===== src/hw/mpt_pkg.sv =====
// Widths, typedefs, encodings, field positions and the permission check of the table walker
package mpt_pkg;

    localparam int SPA_W   = 56;
    localparam int PPN_W   = 44;
    localparam int ENTRY_W = 64;
    localparam int SDID_W  = 6;
    localparam int MMPT_W  = 64;
    localparam int MODE_W  = 4;
    localparam int PERM_W  = 2;

    typedef logic [SPA_W-1:0]   spa_t;
    typedef logic [PPN_W-1:0]   ppn_t;
    typedef logic [ENTRY_W-1:0] entry_t;
    typedef logic [SDID_W-1:0]  sdid_t;
    typedef logic [MMPT_W-1:0]  mmpt_t;

    // Page-number fields of the SPA
    localparam int PN0_LSB = 12;
    localparam int PN0_W   = 4;
    localparam int PN1_LSB = 16;
    localparam int PN1_W   = 9;
    localparam int PN2_LSB = 25;
    localparam int PN2_W   = 21;

    // Protection register fields
    localparam int MMPT_PPN_LSB  = 0;
    localparam int MMPT_SDID_LSB = 44;
    localparam int MMPT_MODE_LSB = 60;

    // Entry layouts
    localparam int L2_INFO_W       = 44;
    localparam int L2_TYPE_LSB     = 44;
    localparam int L2_TYPE_W       = 3;
    localparam int L2_RSVD_LSB     = 47;
    localparam int L2_2M_RSVD_LSB  = 32;
    localparam int L1_RSVD_LSB     = 32;
    // Sixteen permission pairs per entry
    localparam int PERM_SEL_W      = 4;

    localparam spa_t SPA46_LIMIT = spa_t'(1) << 46;

    typedef enum logic [MODE_W-1:0] {
        MODE_BARE    = 4'd0,
        MODE_SMMPT46 = 4'd1
    } mode_e;

    typedef enum logic [1:0] {
        ACCESS_NONE  = 2'd0,
        ACCESS_READ  = 2'd1,
        ACCESS_WRITE = 2'd2,
        ACCESS_EXEC  = 2'd3
    } access_e;

    typedef enum logic [PERM_W-1:0] {
        PERM_NONE = 2'd0,
        PERM_RX   = 2'd1,
        PERM_RW   = 2'd2,
        PERM_RWX  = 2'd3
    } perm_e;

    typedef enum logic [L2_TYPE_W-1:0] {
        TYPE_DISALLOW   = 3'd0,
        TYPE_L1_DIR     = 3'd1,
        TYPE_2M_PAGES   = 3'd2,
        TYPE_ALLOW_RX   = 3'd3,
        TYPE_ALLOW_RW   = 3'd4,
        TYPE_ALLOW_RWX  = 3'd5
    } l2_type_e;

    typedef enum logic [2:0] {
        FAULT_NONE     = 3'd0,
        FAULT_BAD_ADDR = 3'd1,
        FAULT_RESERVED = 3'd2,
        FAULT_L2_INFO  = 3'd3,
        FAULT_L2_TYPE  = 3'd4
    } fault_e;

    function automatic logic perm_allows(perm_e perm, access_e access);
        case (access)
            ACCESS_READ:  return perm inside {PERM_RX, PERM_RW, PERM_RWX};
            ACCESS_WRITE: return perm inside {PERM_RW, PERM_RWX};
            ACCESS_EXEC:  return perm inside {PERM_RX, PERM_RWX};
            default:      return 1'b0;
        endcase
    endfunction

endpackage


===== src/hw/mpt_entry_decode.sv =====
// Decoder turning one level-2 or level-1 entry into a descend decision or a verdict
`timescale 1ns/1ns

module mpt_entry_decode import mpt_pkg::*; (
    input  entry_t              entry_i,
    input  logic                level_l1_i,
    input  logic [PN1_W-1:0]    pn1_i,
    input  logic [PN0_W-1:0]    pn0_i,
    input  access_e             access_i,
    output logic                descend_o,
    output ppn_t                next_addr_o,
    output logic                allow_o,
    output perm_e               perm_o,
    output logic                page_fault_o,
    output fault_e              fault_o
);

    logic [L2_INFO_W-1:0]  info;
    l2_type_e              l2_type;
    logic [PERM_SEL_W-1:0] page_2m;
    perm_e                 perm_sel;
    logic                  granted;
    logic                  disallow;

    assign info    = entry_i[L2_INFO_W-1:0];
    assign l2_type = l2_type_e'(entry_i[L2_TYPE_LSB +: L2_TYPE_W]);
    // Upper pn1 bits pick the 2 MiB page inside the 32 MiB range
    assign page_2m = pn1_i[PN1_W-1 -: PERM_SEL_W];

    always_comb begin
        descend_o   = 1'b0;
        next_addr_o = '0;
        fault_o     = FAULT_NONE;
        granted     = 1'b0;
        disallow    = 1'b0;
        perm_sel    = PERM_NONE;
        if (level_l1_i) begin
            if (entry_i[ENTRY_W-1:L1_RSVD_LSB] != '0) begin
                fault_o = FAULT_RESERVED;
            end else begin
                granted  = 1'b1;
                perm_sel = perm_e'(entry_i[{pn0_i, 1'b0} +: PERM_W]);
            end
        end else if (entry_i[ENTRY_W-1:L2_RSVD_LSB] != '0) begin
            fault_o = FAULT_RESERVED;
        end else begin
            case (l2_type)
                TYPE_DISALLOW, TYPE_ALLOW_RX, TYPE_ALLOW_RW, TYPE_ALLOW_RWX: begin
                    // Whole 32 MiB range, info must be clear
                    if (info != '0) begin
                        fault_o = FAULT_L2_INFO;
                    end else if (l2_type == TYPE_DISALLOW) begin
                        disallow = 1'b1;
                    end else begin
                        granted = 1'b1;
                        case (l2_type)
                            TYPE_ALLOW_RX: perm_sel = PERM_RX;
                            TYPE_ALLOW_RW: perm_sel = PERM_RW;
                            default:       perm_sel = PERM_RWX;
                        endcase
                    end
                end
                TYPE_L1_DIR: begin
                    descend_o   = 1'b1;
                    next_addr_o = info + ppn_t'(pn1_i);
                end
                TYPE_2M_PAGES: begin
                    if (info[L2_INFO_W-1:L2_2M_RSVD_LSB] != '0) begin
                        fault_o = FAULT_RESERVED;
                    end else begin
                        granted  = 1'b1;
                        perm_sel = perm_e'(info[{page_2m, 1'b0} +: PERM_W]);
                    end
                end
                default: fault_o = FAULT_L2_TYPE;
            endcase
        end
    end

    // One access check for every granted permission
    assign allow_o      = granted && perm_allows(perm_sel, access_i);
    assign page_fault_o = disallow || (granted && !allow_o);
    assign perm_o       = allow_o ? perm_sel : PERM_NONE;

endmodule


===== src/hw/mpt_request_check.sv =====
// Request intake with mode and address range check, launching a walk or finishing early
`timescale 1ns/1ns

module mpt_request_check import mpt_pkg::*; (
    input  logic    clk_i,
    input  logic    rst_ni,
    input  logic    ptw_enable_i,
    input  logic    addr_valid_i,
    input  spa_t    spa_i,
    input  access_e access_type_i,
    input  mmpt_t   mmpt_i,
    input  logic    result_valid_i,
    output logic    busy_o,
    output spa_t    spa_o,
    output access_e access_o,
    output sdid_t   sdid_o,
    output logic    walk_start_o,
    output ppn_t    root_addr_o,
    output logic    check_done_o,
    output logic    check_allow_o,
    output perm_e   check_perm_o,
    output fault_e  check_fault_o
);

    typedef enum logic [1:0] {
        ST_IDLE,
        ST_CHECK,
        ST_WAIT
    } state_e;

    state_e  state_q;
    spa_t    spa_q;
    access_e access_q;
    sdid_t   sdid_q;
    ppn_t    root_q;
    mode_e   mode_q;
    logic    accept;

    assign accept = (state_q == ST_IDLE) && ptw_enable_i && addr_valid_i;

    always_ff @(posedge clk_i) begin
        if (!rst_ni) begin
            state_q <= ST_IDLE;
        end else begin
            case (state_q)
                ST_IDLE: begin
                    if (accept) begin
                        state_q <= ST_CHECK;
                    end
                end
                ST_CHECK: state_q <= ST_WAIT;
                ST_WAIT: begin
                    // Held until the verdict has been presented
                    if (result_valid_i) begin
                        state_q <= ST_IDLE;
                    end
                end
                default: state_q <= ST_IDLE;
            endcase
        end
    end

    always_ff @(posedge clk_i) begin
        if (accept) begin
            spa_q    <= spa_i;
            access_q <= access_type_i;
            sdid_q   <= mmpt_i[MMPT_SDID_LSB +: SDID_W];
            root_q   <= mmpt_i[MMPT_PPN_LSB +: PPN_W];
            mode_q   <= mode_e'(mmpt_i[MMPT_MODE_LSB +: MODE_W]);
        end
    end

    always_comb begin
        walk_start_o  = 1'b0;
        check_done_o  = 1'b0;
        check_allow_o = 1'b0;
        check_perm_o  = PERM_NONE;
        check_fault_o = FAULT_NONE;
        if (state_q == ST_CHECK) begin
            case (mode_q)
                MODE_BARE: begin
                    check_done_o  = 1'b1;
                    check_allow_o = 1'b1;
                    check_perm_o  = PERM_RWX;
                end
                MODE_SMMPT46: begin
                    if (spa_q >= SPA46_LIMIT) begin
                        check_done_o  = 1'b1;
                        check_fault_o = FAULT_BAD_ADDR;
                    end else begin
                        walk_start_o = 1'b1;
                    end
                end
                // Reserved mode codes, 56-bit included
                default: begin
                    check_done_o  = 1'b1;
                    check_fault_o = FAULT_RESERVED;
                end
            endcase
        end
    end

    // Level-2 entry lives at root plus pn2
    assign root_addr_o = root_q + ppn_t'(spa_q[PN2_LSB +: PN2_W]);

    assign busy_o   = (state_q != ST_IDLE);
    assign spa_o    = spa_q;
    assign access_o = access_q;
    assign sdid_o   = sdid_q;

    // A verdict only ever closes a request that is waiting for it
    assert property (@(posedge clk_i) disable iff (!rst_ni)
        result_valid_i |-> state_q == ST_WAIT);

    assert property (@(posedge clk_i) disable iff (!rst_ni)
        !(walk_start_o && check_done_o));

endmodule


===== src/hw/mpt_walk_fsm.sv =====
// Walk state machine driving the memory port, holding the fetched entry and the walk level
`timescale 1ns/1ns

module mpt_walk_fsm import mpt_pkg::*; (
    input  logic    clk_i,
    input  logic    rst_ni,
    input  logic    walk_start_i,
    input  ppn_t    root_addr_i,
    input  spa_t    spa_i,
    input  access_e access_i,
    input  logic    mem_gnt_i,
    input  logic    mem_rvalid_i,
    input  entry_t  mem_rdata_i,
    output logic    mem_req_o,
    output ppn_t    mem_addr_o,
    output logic    walk_done_o,
    output logic    walk_allow_o,
    output perm_e   walk_perm_o,
    output fault_e  walk_fault_o,
    output logic    walk_page_fault_o
);

    typedef enum logic [1:0] {
        W_IDLE,
        W_WAIT_GRANT,
        W_WAIT_RVALID,
        W_DECODE
    } state_e;

    state_e state_q;
    ppn_t   addr_q;
    entry_t entry_q;
    logic   level_l1_q;

    logic   dec_descend;
    ppn_t   dec_next_addr;
    logic   dec_allow;
    perm_e  dec_perm;
    logic   dec_page_fault;
    fault_e dec_fault;
    logic   descend;

    assign descend = (state_q == W_DECODE) && dec_descend;

    always_ff @(posedge clk_i) begin
        if (!rst_ni) begin
            state_q <= W_IDLE;
        end else begin
            case (state_q)
                W_IDLE: begin
                    if (walk_start_i) begin
                        state_q <= W_WAIT_GRANT;
                    end
                end
                W_WAIT_GRANT: begin
                    if (mem_gnt_i) begin
                        state_q <= W_WAIT_RVALID;
                    end
                end
                W_WAIT_RVALID: begin
                    if (mem_rvalid_i) begin
                        state_q <= W_DECODE;
                    end
                end
                W_DECODE: state_q <= dec_descend ? W_WAIT_GRANT : W_IDLE;
                default:  state_q <= W_IDLE;
            endcase
        end
    end

    always_ff @(posedge clk_i) begin
        if (walk_start_i) begin
            addr_q     <= root_addr_i;
            level_l1_q <= 1'b0;
        end else if (descend) begin
            addr_q     <= dec_next_addr;
            level_l1_q <= 1'b1;
        end
        if ((state_q == W_WAIT_RVALID) && mem_rvalid_i) begin
            entry_q <= mem_rdata_i;
        end
    end

    mpt_entry_decode u_decode (
        .entry_i      (entry_q),
        .level_l1_i   (level_l1_q),
        .pn1_i        (spa_i[PN1_LSB +: PN1_W]),
        .pn0_i        (spa_i[PN0_LSB +: PN0_W]),
        .access_i     (access_i),
        .descend_o    (dec_descend),
        .next_addr_o  (dec_next_addr),
        .allow_o      (dec_allow),
        .perm_o       (dec_perm),
        .page_fault_o (dec_page_fault),
        .fault_o      (dec_fault)
    );

    assign mem_req_o  = (state_q == W_WAIT_GRANT);
    assign mem_addr_o = addr_q;

    // Verdict leaves in the decode cycle unless the walk goes down a level
    assign walk_done_o       = (state_q == W_DECODE) && !dec_descend;
    assign walk_allow_o      = walk_done_o && dec_allow;
    assign walk_perm_o       = walk_done_o ? dec_perm : PERM_NONE;
    assign walk_fault_o      = walk_done_o ? dec_fault : FAULT_NONE;
    assign walk_page_fault_o = walk_done_o && dec_page_fault;

    // Request held with a fixed address until granted
    assert property (@(posedge clk_i) disable iff (!rst_ni)
        mem_req_o && !mem_gnt_i |=> mem_req_o && $stable(mem_addr_o));

endmodule


===== src/hw/mpt_verdict_reg.sv =====
// Verdict register merging early-check and walk completions into a one-cycle result
`timescale 1ns/1ns

module mpt_verdict_reg import mpt_pkg::*; (
    input  logic   clk_i,
    input  logic   rst_ni,
    input  logic   check_done_i,
    input  logic   check_allow_i,
    input  perm_e  check_perm_i,
    input  fault_e check_fault_i,
    input  logic   walk_done_i,
    input  logic   walk_allow_i,
    input  perm_e  walk_perm_i,
    input  fault_e walk_fault_i,
    input  logic   walk_page_fault_i,
    input  spa_t   spa_i,
    input  sdid_t  sdid_i,
    output logic   ptw_valid_o,
    output logic   allow_o,
    output logic   access_page_fault_o,
    output fault_e format_error_o,
    output sdid_t  tlb_sdid_o,
    output spa_t   tlb_spa_o,
    output perm_e  tlb_perm_o
);

    logic   valid_q;
    logic   allow_q;
    logic   page_fault_q;
    perm_e  perm_q;
    fault_e fault_q;
    spa_t   spa_q;
    sdid_t  sdid_q;

    always_ff @(posedge clk_i) begin
        if (!rst_ni) begin
            valid_q <= 1'b0;
        end else begin
            valid_q <= check_done_i || walk_done_i;
        end
    end

    always_ff @(posedge clk_i) begin
        if (check_done_i || walk_done_i) begin
            spa_q  <= spa_i;
            sdid_q <= sdid_i;
            if (walk_done_i) begin
                allow_q      <= walk_allow_i;
                page_fault_q <= walk_page_fault_i;
                perm_q       <= walk_perm_i;
                fault_q      <= walk_fault_i;
            end else begin
                // Early finish never raises a page fault
                allow_q      <= check_allow_i;
                page_fault_q <= 1'b0;
                perm_q       <= check_perm_i;
                fault_q      <= check_fault_i;
            end
        end
    end

    assign ptw_valid_o         = valid_q;
    assign allow_o             = valid_q && allow_q;
    assign access_page_fault_o = valid_q && page_fault_q;
    assign format_error_o      = valid_q ? fault_q : FAULT_NONE;
    assign tlb_sdid_o          = valid_q ? sdid_q : '0;
    assign tlb_spa_o           = valid_q ? spa_q : '0;
    assign tlb_perm_o          = valid_q ? perm_q : PERM_NONE;

    // Busy drops right after the pulse, so no back-to-back verdicts
    assert property (@(posedge clk_i) disable iff (!rst_ni)
        ptw_valid_o |=> !ptw_valid_o);

endmodule


===== src/hw/mpt_walker_top.sv =====
// Top level of the protection table walker connecting intake, walk and verdict blocks
`timescale 1ns/1ns

module mpt_walker_top import mpt_pkg::*; (
    input  logic    clk_i,
    input  logic    rst_ni,
    input  logic    ptw_enable_i,
    input  logic    addr_valid_i,
    input  spa_t    spa_i,
    input  access_e access_type_i,
    input  mmpt_t   mmpt_i,
    output logic    ptw_busy_o,
    output logic    ptw_valid_o,
    output logic    allow_o,
    output logic    access_page_fault_o,
    output fault_e  format_error_o,
    output sdid_t   tlb_sdid_o,
    output spa_t    tlb_spa_o,
    output perm_e   tlb_perm_o,
    output logic    mem_req_o,
    output ppn_t    mem_addr_o,
    input  logic    mem_gnt_i,
    input  logic    mem_rvalid_i,
    input  entry_t  mem_rdata_i
);

    spa_t    req_spa;
    access_e req_access;
    sdid_t   req_sdid;
    logic    walk_start;
    ppn_t    root_addr;
    logic    check_done;
    logic    check_allow;
    perm_e   check_perm;
    fault_e  check_fault;
    logic    walk_done;
    logic    walk_allow;
    perm_e   walk_perm;
    fault_e  walk_fault;
    logic    walk_page_fault;

    mpt_request_check u_request_check (
        .clk_i          (clk_i),
        .rst_ni         (rst_ni),
        .ptw_enable_i   (ptw_enable_i),
        .addr_valid_i   (addr_valid_i),
        .spa_i          (spa_i),
        .access_type_i  (access_type_i),
        .mmpt_i         (mmpt_i),
        .result_valid_i (ptw_valid_o),
        .busy_o         (ptw_busy_o),
        .spa_o          (req_spa),
        .access_o       (req_access),
        .sdid_o         (req_sdid),
        .walk_start_o   (walk_start),
        .root_addr_o    (root_addr),
        .check_done_o   (check_done),
        .check_allow_o  (check_allow),
        .check_perm_o   (check_perm),
        .check_fault_o  (check_fault)
    );

    mpt_walk_fsm u_walk_fsm (
        .clk_i             (clk_i),
        .rst_ni            (rst_ni),
        .walk_start_i      (walk_start),
        .root_addr_i       (root_addr),
        .spa_i             (req_spa),
        .access_i          (req_access),
        .mem_gnt_i         (mem_gnt_i),
        .mem_rvalid_i      (mem_rvalid_i),
        .mem_rdata_i       (mem_rdata_i),
        .mem_req_o         (mem_req_o),
        .mem_addr_o        (mem_addr_o),
        .walk_done_o       (walk_done),
        .walk_allow_o      (walk_allow),
        .walk_perm_o       (walk_perm),
        .walk_fault_o      (walk_fault),
        .walk_page_fault_o (walk_page_fault)
    );

    mpt_verdict_reg u_verdict_reg (
        .clk_i               (clk_i),
        .rst_ni              (rst_ni),
        .check_done_i        (check_done),
        .check_allow_i       (check_allow),
        .check_perm_i        (check_perm),
        .check_fault_i       (check_fault),
        .walk_done_i         (walk_done),
        .walk_allow_i        (walk_allow),
        .walk_perm_i         (walk_perm),
        .walk_fault_i        (walk_fault),
        .walk_page_fault_i   (walk_page_fault),
        .spa_i               (req_spa),
        .sdid_i              (req_sdid),
        .ptw_valid_o         (ptw_valid_o),
        .allow_o             (allow_o),
        .access_page_fault_o (access_page_fault_o),
        .format_error_o      (format_error_o),
        .tlb_sdid_o          (tlb_sdid_o),
        .tlb_spa_o           (tlb_spa_o),
        .tlb_perm_o          (tlb_perm_o)
    );

endmodule


===== config.mk =====
export PLATFORM = sky130hd
export DESIGN_NAME = mpt_walker_top
export DESIGN_NICKNAME = d
export VERILOG_FILES = /design/src/hw/mpt_pkg.sv /design/src/hw/mpt_entry_decode.sv /design/src/hw/mpt_request_check.sv /design/src/hw/mpt_walk_fsm.sv /design/src/hw/mpt_verdict_reg.sv /design/src/hw/mpt_walker_top.sv
export SDC_FILE = /design/constraint.sdc
export NUM_CORES = 1
export LEC_CHECK = 0
export BUFFER_PORTS_ARGS = -buffer_cell sky130_fd_sc_hd__buf_2
export CAP_MARGIN = 30
export CORE_ASPECT_RATIO = 0.6
export CORE_MARGIN = 1.5
export CORE_UTILIZATION = 40
export DETAILED_ROUTE_END_ITERATION = 8
export PLACE_DENSITY = 0.63
export SLEW_MARGIN = 20
export SYNTH_ARGS = -nofsm -noshare
export SYNTH_HDL_FRONTEND = slang
export SYNTH_SLANG_ARGS = --single-unit

===== constraint.sdc =====
create_clock -name clk_i -period 4.84 [get_ports clk_i]
set_clock_uncertainty 0.1 [all_clocks]
set_input_delay 0.242 -clock clk_i [delete_from_list [all_inputs] [get_ports clk_i]]
set_output_delay 0.242 -clock clk_i [all_outputs]
set_load 0.1 [all_outputs]

==> results.yml, run 1 <==
clock_tree:
  root_buffer: "clkbuf_16"
  cts.sinks: 295
  post_cts_buffers: 0
  path_clk_slew_ns: 0.06
  clock_path_buffers: 3
  cts_buffers: 29
  clk_latency_ns: 0.58
  hold_buffers: 177
  cts.repair.resized: 0
  h-tree-depth: 1
  tritoncts: "done"
global_routing:
  grt_max_degree: 71
  grt_overflow_total: 0
  grt_pass1_wl_um: 55700
  grt_use_total_pct: 21.0
  use_met1_pct: 31.1
  gr-usage-met2_pct: 31.3
  grt_util_met3_pct: 4.28
  grt_pass1_vias: 9704
  busiest_layer: "met2"
  antenna_found_initial: 2
yosys:
  synthTopCellsByArea: "edfxtp_1 (65%), and2_1 (3.6%), ha_1 (3.3%), xor2_1 (2.8%), xnor2_1 (2.5%)"
  syn_area_sq_um: 13400
  yosysUniqueCellTypes: 66
  ys_seq_area_share_pct: 65.5
  syn_inst: 971
  synth_top_area_share_pct: 64.6
  post-synth-top-count-cell: "edfxtp_1"
  yosys.area.top_type: "edfxtp_1"
  synth.avg_cell_area_sq_um: 13.8
  ys_ff_latch: 295
  async_flop_share_pct: 0
  synth-warning-count: 0
  synth_flop_cell: "edfxtp_1"
  synth_edf_count: 289
  synth_top_cells_by_count: "edfxtp_1 (289), and2_1 (78), nand2_1 (73)"
  synth_nets: 1200
floorplan:
  core-area_sq_um: 32700
  dieWidth_um: 240
  fp.dieH_um: 145
  rows: 51
  dieArea_sq_um: 34700
  io_pins: 308
  start_util_pct: 41.1
drt:
  drc: 0
  drt.antenna.violating_nets: 0
  vias: 9807
  vias_per_cell: 5.09
  totalWireLength_um: 36800
  first_pass_iters: 7
  wl_per_cell_um: 19.1
  initialDrtViolationCount: 881
sta:
  drv_slew: 0
  min_period_ns: 3.73
  finalHoldViolCount: 0
  setup_tns_ns: 0
  fin_crit_sh_pct: 77.1
  worst_pin_slew_ns: 0.868
  max_freq_mhz: 268
  whs_ns: 0.129
  setup_violations: 0
  rsz0062_at_grt: "no"
  slew_headroom_pct: 41.8
pwr:
  pwr-share-clk_pct: 37.6
  combPwrFrac_pct: 10.6
  p_leak_nw: 6.72
  power.net_switching_mw: 1.36
  seq_power_share_pct: 51.7
  ir_drop_v: 0.000348
  powerDensity_nw_per_um2: 312
  p_sw_share_pct: 24.1
  power.internal_mw: 4.30
setup_path:
  cp.required_ns: 5.03
  startpoint_type: "register"
  crit_fanout: 5
  critPathArrivalTime_ns: 3.92
  crit_path_end_kind: "register"
  path_class: "reg2reg"
final_layout:
  n_fill_cell: 2725
  layout-drive-gt1-share_pct: 26.1
  final_nets: 1684
  syn_to_final_growth_pct: 35.1
placement:
  gp_congestion: 0.882
  port_buffers: 297
  dpl.hpwl_um: 26000
outcome:
  outcome: "finished clean"
run:
  cap_violations: 0
hold_path:
  min_path_type: "in2reg"
==> cell usage in the layout, fill, tap and decap left out, types with 7 or more instances in the layout <==
cell type and count:
a211oi_1 7, a21o_1 10, a21oi_1 31, and2_1 77, buf_2 297, buf_4 9, clkbuf_16 29, clkinv_2 7
dlygate4sd3_1 177, edfxtp_1 289, ha_1 35, inv_1 19, mux4_2 14, nand2_1 72, nand2b_1 8, nand3_1 43
nand4_1 17, nor2_1 40, nor2b_1 13, nor3_1 12, nor4_1 17, o21ai_0 25, o22ai_1 29, xnor2_1 38
xor2_1 43
==> worst max-delay path: stages, from the launching register on <==
cell and delay [ns]:
edfxtp_1 0.38, ha_1 0.18, inv_1 0.05, fa_1 0.41
nor2b_1 0.16, o31a_1 0.19, o21ai_1 0.18, o21a_1 0.31
o41ai_2 0.65, nor4b_4 0.45, nand2_1 0.12, xor2_1 0.18
o22ai_1 0.09
==> cell type report <==
type                    instances  area [sq um]  share of cell area, %
multi-input cells             623          4440                   24.5
inverters                      19          71.3                  0.393
flip-flops and latches        295          8800                   48.5
clock inverters                19           128                  0.703
well taps                     450           563                   3.10
repair buffers                487          3400                   18.7
clock buffers                  33           741                   4.08
diodes                          2          5.00                 0.0276
==> per-layer routing <==
metal  vias up  part of all wire (%)  routed length, um
met4         0                   2.6                953
met3        64                   6.8               2500
met2       363                    43              15900
met5         -                     0                  0
met1      4732                    47              17400
li1       4648                     -                  -
==> path summary, 6_finish.rpt <==
check	from	endpoint	slack, ns	depth (start not counted)
worst max-delay path	u_request_check.spa_o[25]$_DFFE_PP_	u_walk_fsm.mem_addr_o[42]$_DFFE_PP_	1.11	12
worst min-delay path	mem_gnt_i	u_walk_fsm.state_q[0]$_SDFFE_PN0P_	0.13	5
worst max register to register	u_request_check.spa_o[25]$_DFFE_PP_	u_walk_fsm.mem_addr_o[42]$_DFFE_PP_	1.11	12
worst min register to register	u_request_check.spa_o[8]$_DFFE_PP_	u_verdict_reg.spa_q[8]$_DFFE_PP_	0.32	0
==> power groups by stage <==
stage / Sequential, mW / Combinational (mW) / Clock (mW)
2_1_floorplan: 2.97 / 0.324 / 0
3_3_place_gp: 2.99 / 0.467 / 0
3_5_place_dp: 2.99 / 0.480 / 0
4_1_cts: 2.93 / 0.597 / 2.18
5_1_grt: 2.94 / 0.654 / 2.28
6_report: 2.93 / 0.602 / 2.13
==> logic make-up after synthesis <==
| kind of cell | synth area share [%] |
|---|---|
| AO/OA/AOI/OAI | 6.88 |
| multiplexers | 3.32 |
| XOR/XNOR | 5.28 |
| adder cells (fa/ha/maj) | 3.56 |
| flip-flops | 65.5 |
| buffers and inverters | 1.59 |
| AND/OR/NAND/NOR | 13.9 |
==> state kept, by name, indices dropped and copies added (netlist names) <==
| register | flops |
|---|---|
| u_verdict_reg.ptw_valid_o | 1 |
| u_verdict_reg.fault_q | 3 |
| u_request_check.sdid_o | 6 |
| u_request_check.mode_q | 4 |
| u_walk_fsm.level_l1_q | 1 |
| u_walk_fsm.entry_q | 64 |
| u_verdict_reg.spa_q | 56 |
| u_verdict_reg.sdid_q | 6 |
| u_request_check.access_o | 2 |
| u_verdict_reg.allow_q | 1 |
| u_request_check.root_q | 44 |
| u_request_check.state_q | 2 |
| u_walk_fsm.state_q | 2 |
| u_verdict_reg.perm_q | 2 |
| u_verdict_reg.page_fault_q | 1 |
| u_request_check.spa_o | 56 |
| u_walk_fsm.mem_addr_o | 44 |
==> metrics by stage <==
step	util [%]	setup WS, ns	power, mW	instance area, sq um	cells
2_1_floorplan	-	1.16	3.30	13400	971
3_3_place_gp	47.1	1.27	3.45	15400	1693
3_5_place_dp	47.3	1.17	3.47	15500	1695
4_1_cts	55.3	1.14	5.71	18100	1924
5_1_grt	55.4	0.857	5.87	18100	1927
6_report	55.4	1.11	5.66	18200	1928
(Power assumes the default switching activity.)
==> inputs of run 2 (changes only) <==
==> constraint.sdc (replaced) <==
create_clock -name clk_i -period 3.6 [get_ports clk_i]
set_clock_uncertainty 0.1 [all_clocks]
set_input_delay 0.18 -clock clk_i [delete_from_list [all_inputs] [get_ports clk_i]]
set_output_delay 0.18 -clock clk_i [all_outputs]
set_load 0.1 [all_outputs]
==> run 2 against run 1 <==
  * Via count is 0.72% higher
  * Worst setup slack worse by 0.88 ns
  * Global-route usage is 0.28 points higher
  * Non-clock buffer count is 9 higher
  * First-iteration DRC count is 4.7% higher
  * Sequential power is 34% higher
  * Power is 35% higher
==> results.yml, run 2 (same netlist as run 1, synthesis figures left out) <==
final_layout:
  layout-drive-gt1-share_pct: 26.3
  final_nets: 1692
  largest_reg_flops: 64
  layoutNonFillerInstCount: 1933
  syn_to_final_growth_pct: 35.9
  layout_common_cells: "buf_2 (297), edfxtp_1 (289), dlygate4sd3_1 (177)"
  fin_util_pct: 55.8
  largest-register: "u_walk_fsm.entry_q"
  stdcell_area_sq_um: 18300
  mostFrequentLayoutCell: "buf_2"
clock_tree:
  clk_latency_ns: 0.56
  cts.sinks: 295
  cts_buffers: 28
  h-tree-depth: 1
  path_clk_slew_ns: 0.06
  cts.repair.resized: 0
  clock_path_buffers: 3
  hold_buffers: 177
  root_buffer: "clkbuf_16"
  post_cts_buffers: 0
  tritoncts: "done"
drt:
  initialDrtViolationCount: 922
  wl_per_cell_um: 19.3
  drt.antenna.violating_nets: 0
  vias: 9878
  first_pass_iters: 5
  drc: 0
  vias_per_cell: 5.11
  totalWireLength_um: 37300
placement:
  gp_congestion: 0.885
  place_inst: 1705
  port_buffers: 297
  dpl.hpwl_um: 26000
  pre_cts_ws_ns: 0.281
  dpl_cell_area_sq_um: 15600
global_routing:
  antenna_found_initial: 5
  grt_pass1_vias: 9813
  grt_overflow_total: 0
  grt_use_total_pct: 21.3
  grt_max_degree: 71
  grt_pass1_wl_um: 56500
floorplan:
  dieWidth_um: 240
  fp.dieH_um: 145
  core-area_sq_um: 32700
  io_pins: 308
  dieArea_sq_um: 34700
  rows: 51
  start_util_pct: 41.1
setup_path:
  crit_path_end_kind: "register"
  path_class: "reg2reg"
  cp.required_ns: 3.78
  crit_fanout: 5
  critPathArrivalTime_ns: 3.55
  startpoint_type: "register"
pwr:
  powerDensity_nw_per_um2: 420
  totalPowerFinal_mw: 7.67
  ir_drop_v: 0.000310
  p_leak_nw: 6.78
run:
  cap_violations: 0
sta:
  finalHoldViolCount: 0
  setup_violations: 0
  slew_headroom_pct: 56.3
  worst_pin_slew_ns: 0.655
  rsz0062_at_grt: "no"
  setup_slack_ns: 0.229
  fin_crit_sh_pct: 93.6
  drv_slew: 0
  min_period_ns: 3.37
  setup_tns_ns: 0
  max_freq_mhz: 297
  whs_ns: 0.0674
outcome:
  outcome: "finished clean"
hold_path:
  min_path_type: "in2reg"
run 2: cell types whose count changed in the layout (fill, tap and decap cells not counted), sizes merged:
cell,delta
inv,-1
diode,+2
clkinvlp,-2
bufinv,+2
buf,+10
clkinv,-6
run 2: final timing paths:
kind,startpoint,endpoint,slack (ns),cells after the start
max,u_request_check.spa_o[25]$_DFFE_PP_,u_walk_fsm.mem_addr_o[40]$_DFFE_PP_,0.23,13
min reg2reg,u_request_check.spa_o[1]$_DFFE_PP_,u_verdict_reg.spa_q[1]$_DFFE_PP_,0.32,0
min,mem_rvalid_i,u_walk_fsm.state_q[0]$_SDFFE_PN0P_,0.07,5
max reg2reg,u_request_check.spa_o[25]$_DFFE_PP_,u_walk_fsm.mem_addr_o[40]$_DFFE_PP_,0.23,13
run 2: cell type report:
type,count,area [sq um]
clock buffer,34,744
fill,2701,14500
clock inverter,12,133
antenna,4,10.0
tap,450,563
timing repair buffer,496,3490
multi-input combinational,623,4440
sequential,295,8800
inverter,19,71.3
run 2: power by group:
part / internal, mW / total (mW) / switching, mW
logic: 0.368 / 0.825 / 0.457
clock network: 1.67 / 2.91 / 1.24
registers: 3.88 / 3.94 / 0.0609
total: 5.91 / 7.67 / 1.76
run 2: critical path, stage by stage (launching register included):
cell and delay [ns]:
edfxtp_1 0.38, ha_1 0.18, inv_1 0.05, fa_1 0.40, nor2b_1 0.16, o31a_1 0.18, o21ai_1 0.15, o21a_1 0.28
o41ai_2 0.33, buf_4 0.19, nor4b_4 0.32, nand2_1 0.12, xor2_1 0.16, o22ai_1 0.09
run 2: routing by layer:
| layer | GRT usage [%] | vias to the layer above | routed length (um) |
|---|---|---|---|
| li1 | - | 4664 | - |
| met1 | 30.7 | 4779 | 16900 |
| met2 | 32.2 | 379 | 16500 |
| met3 | 5.16 | 54 | 3140 |
| met4 | 5.44 | 2 | 834 |
| met5 | 0 | - | 11 |
==> inputs of run 3 (changes only) <==
--- a/config.mk
+++ b/config.mk
@@ -7,11 +7,13 @@
 export LEC_CHECK = 0
 export BUFFER_PORTS_ARGS = -buffer_cell sky130_fd_sc_hd__buf_2
 export CAP_MARGIN = 30
+export CELL_PAD_IN_SITES_DETAIL_PLACEMENT = 0
+export CELL_PAD_IN_SITES_GLOBAL_PLACEMENT = 1
 export CORE_ASPECT_RATIO = 0.6
 export CORE_MARGIN = 1.5
 export CORE_UTILIZATION = 40
 export DETAILED_ROUTE_END_ITERATION = 8
-export PLACE_DENSITY = 0.63
+export PLACE_DENSITY = 0.75
 export SLEW_MARGIN = 20
 export SYNTH_ARGS = -nofsm -noshare
 export SYNTH_HDL_FRONTEND = slang
==> run 3 against run 2 <==
  * Worst setup slack better by 0.044 ns
  * Largest power group unchanged
  * First-iteration DRC count is 23% lower
  * Critical endpoint is now u_walk_fsm.mem_addr_o[38]$_DFFE_PP_
  * Clock power is 2% higher
  * Via count is 0.85% lower
  * Cell count is 0.10% higher
  * Clock-buffer cell count is 3 lower
==> results.yml, run 3 (same netlist as run 1, synthesis figures left out) <==
floorplan:
  dieWidth_um: 240
  io_pins: 308
  rows: 51
  dieArea_sq_um: 34700
  core-area_sq_um: 32700
  start_util_pct: 41.1
  fp.dieH_um: 145
sta:
  min_period_ns: 3.33
  finalHoldViolCount: 0
  setup_tns_ns: 0
  max_freq_mhz: 301
  drv_slew: 0
  slew_headroom_pct: 39.2
  worst_pin_slew_ns: 0.912
  fin_crit_sh_pct: 92.4
  whs_ns: 0.0895
  rsz0062_at_grt: "no"
  setup_violations: 0
final_layout:
  layout-drive-gt1-share_pct: 26.3
  syn_to_final_growth_pct: 35.9
  largest_reg_flops: 64
  final_nets: 1691
  layout_common_cells: "buf_2 (297), edfxtp_1 (289), dlygate4sd3_1 (177)"
  stdcell_area_sq_um: 18300
  largest-register: "u_walk_fsm.entry_q"
  n_fill_cell: 2747
  mostFrequentLayoutCell: "buf_2"
pwr:
  ir_drop_v: 0.000359
  seq_power_share_pct: 51.0
  pwr-share-clk_pct: 38.5
  p_sw_share_pct: 23.3
  power.net_switching_mw: 1.80
  power.internal_mw: 5.92
  powerDensity_nw_per_um2: 423
  combPwrFrac_pct: 10.5
  p_leak_nw: 6.77
drt:
  totalWireLength_um: 37600
  vias_per_cell: 5.06
  drc: 0
  first_pass_iters: 5
  vias: 9794
  wl_per_cell_um: 19.4
  initialDrtViolationCount: 708
  drt.antenna.violating_nets: 0
clock_tree:
  cts.sinks: 295
  h-tree-depth: 1
  cts_buffers: 29
  root_buffer: "clkbuf_16"
  tritoncts: "done"
  path_clk_slew_ns: 0.07
  cts.repair.resized: 0
  post_cts_buffers: 0
  clk_latency_ns: 0.55
  clock_path_buffers: 3
setup_path:
  critPathArrivalTime_ns: 3.51
  cp.required_ns: 3.79
  crit_fanout: 4
  path_class: "reg2reg"
  startpoint_type: "register"
  crit_path_end_kind: "register"
global_routing:
  grt_max_degree: 114
  grt_overflow_total: 0
  grt_use_total_pct: 21.5
  grt_pass1_vias: 9874
  grt_pass1_wl_um: 57100
  antenna_found_initial: 3
placement:
  port_buffers: 297
  dpl_cell_area_sq_um: 15500
  dpl.hpwl_um: 25800
  gp_congestion: 0.869
run:
  cap_violations: 0
hold_path:
  min_path_type: "in2reg"
outcome:
  outcome: "finished clean"
run 3: final timing paths:
| path | startpoint | to | slack [ns] | cells past startpoint |
|---|---|---|---|---|
| setup / recovery | u_request_check.spa_o[25]$_DFFE_PP_ | u_walk_fsm.mem_addr_o[38]$_DFFE_PP_ | 0.27 | 12 |
| hold / removal | mem_gnt_i | u_walk_fsm.state_q[1]$_SDFFE_PN0P_ | 0.09 | 5 |
| setup reg to reg | u_request_check.spa_o[25]$_DFFE_PP_ | u_walk_fsm.mem_addr_o[38]$_DFFE_PP_ | 0.27 | 12 |
| hold reg to reg | u_request_check.spa_o[1]$_DFFE_PP_ | u_verdict_reg.spa_q[1]$_DFFE_PP_ | 0.32 | 0 |
run 3: layout make-up:
cell class | instances | area (sq um) | share of cell area [%]
antenna | 3 | 7.51 | 0.0411
tap | 450 | 563 | 3.08
sequential | 295 | 8800 | 48.2
clock buffer | 31 | 733 | 4.02
multi-input combinational | 623 | 4440 | 24.3
inverter | 19 | 71.3 | 0.391
timing repair buffer | 494 | 3470 | 19.0
clock inverter | 20 | 178 | 0.973
run 3: routing by layer:
metal  wire (um)  part of all wire (%)  track usage [%]
met5           0                     0                0
met4         630                   1.7             4.02
met3        2640                   7.0             4.85
met2       16800                    45             33.2
met1       17600                    47             31.2
run 3: critical path, cell delays in order (launching register included):
cell and delay, ns:
edfxtp_1 0.35, ha_1 0.18, inv_1 0.06, fa_1 0.40, nor2b_1 0.20, o31a_1 0.19
o21ai_1 0.13, o21a_1 0.23, o41ai_2 0.41, nor4b_4 0.36, nand2_1 0.11, xor2_1 0.23
o22ai_1 0.11
run 3: power groups by stage:
stage / Combinational, mW / Sequential (mW) / Clock, mW
after floorplan: 0.436 / 3.99 / 0
after global placement: 0.631 / 4.01 / 0
after detailed placement: 0.645 / 4.01 / 0
after CTS: 0.803 / 3.94 / 3.03
after global routing: 0.876 / 3.95 / 3.17
final: 0.811 / 3.94 / 2.97
run 3: per-stage QoR:
step	total power [mW]	setup WS, ns	util [%]	cells
CTS	7.77	0.229	55.7	1931
detailed placement	4.66	0.234	47.5	1703
finish	7.72	0.273	55.8	1935
global route	8.00	0.0147	55.8	1933
global placement	4.64	0.265	47.4	1702
floorplan	4.43	0.227	-	971
run 3: what timing repair did:
| item | in CTS | in global routing |
|---|---|---|
| endpoints found under the hold margin | 181 | 0 |
| endpoints found under the setup margin | 0 | 0 |
| hold buffers | 177 | 0 |
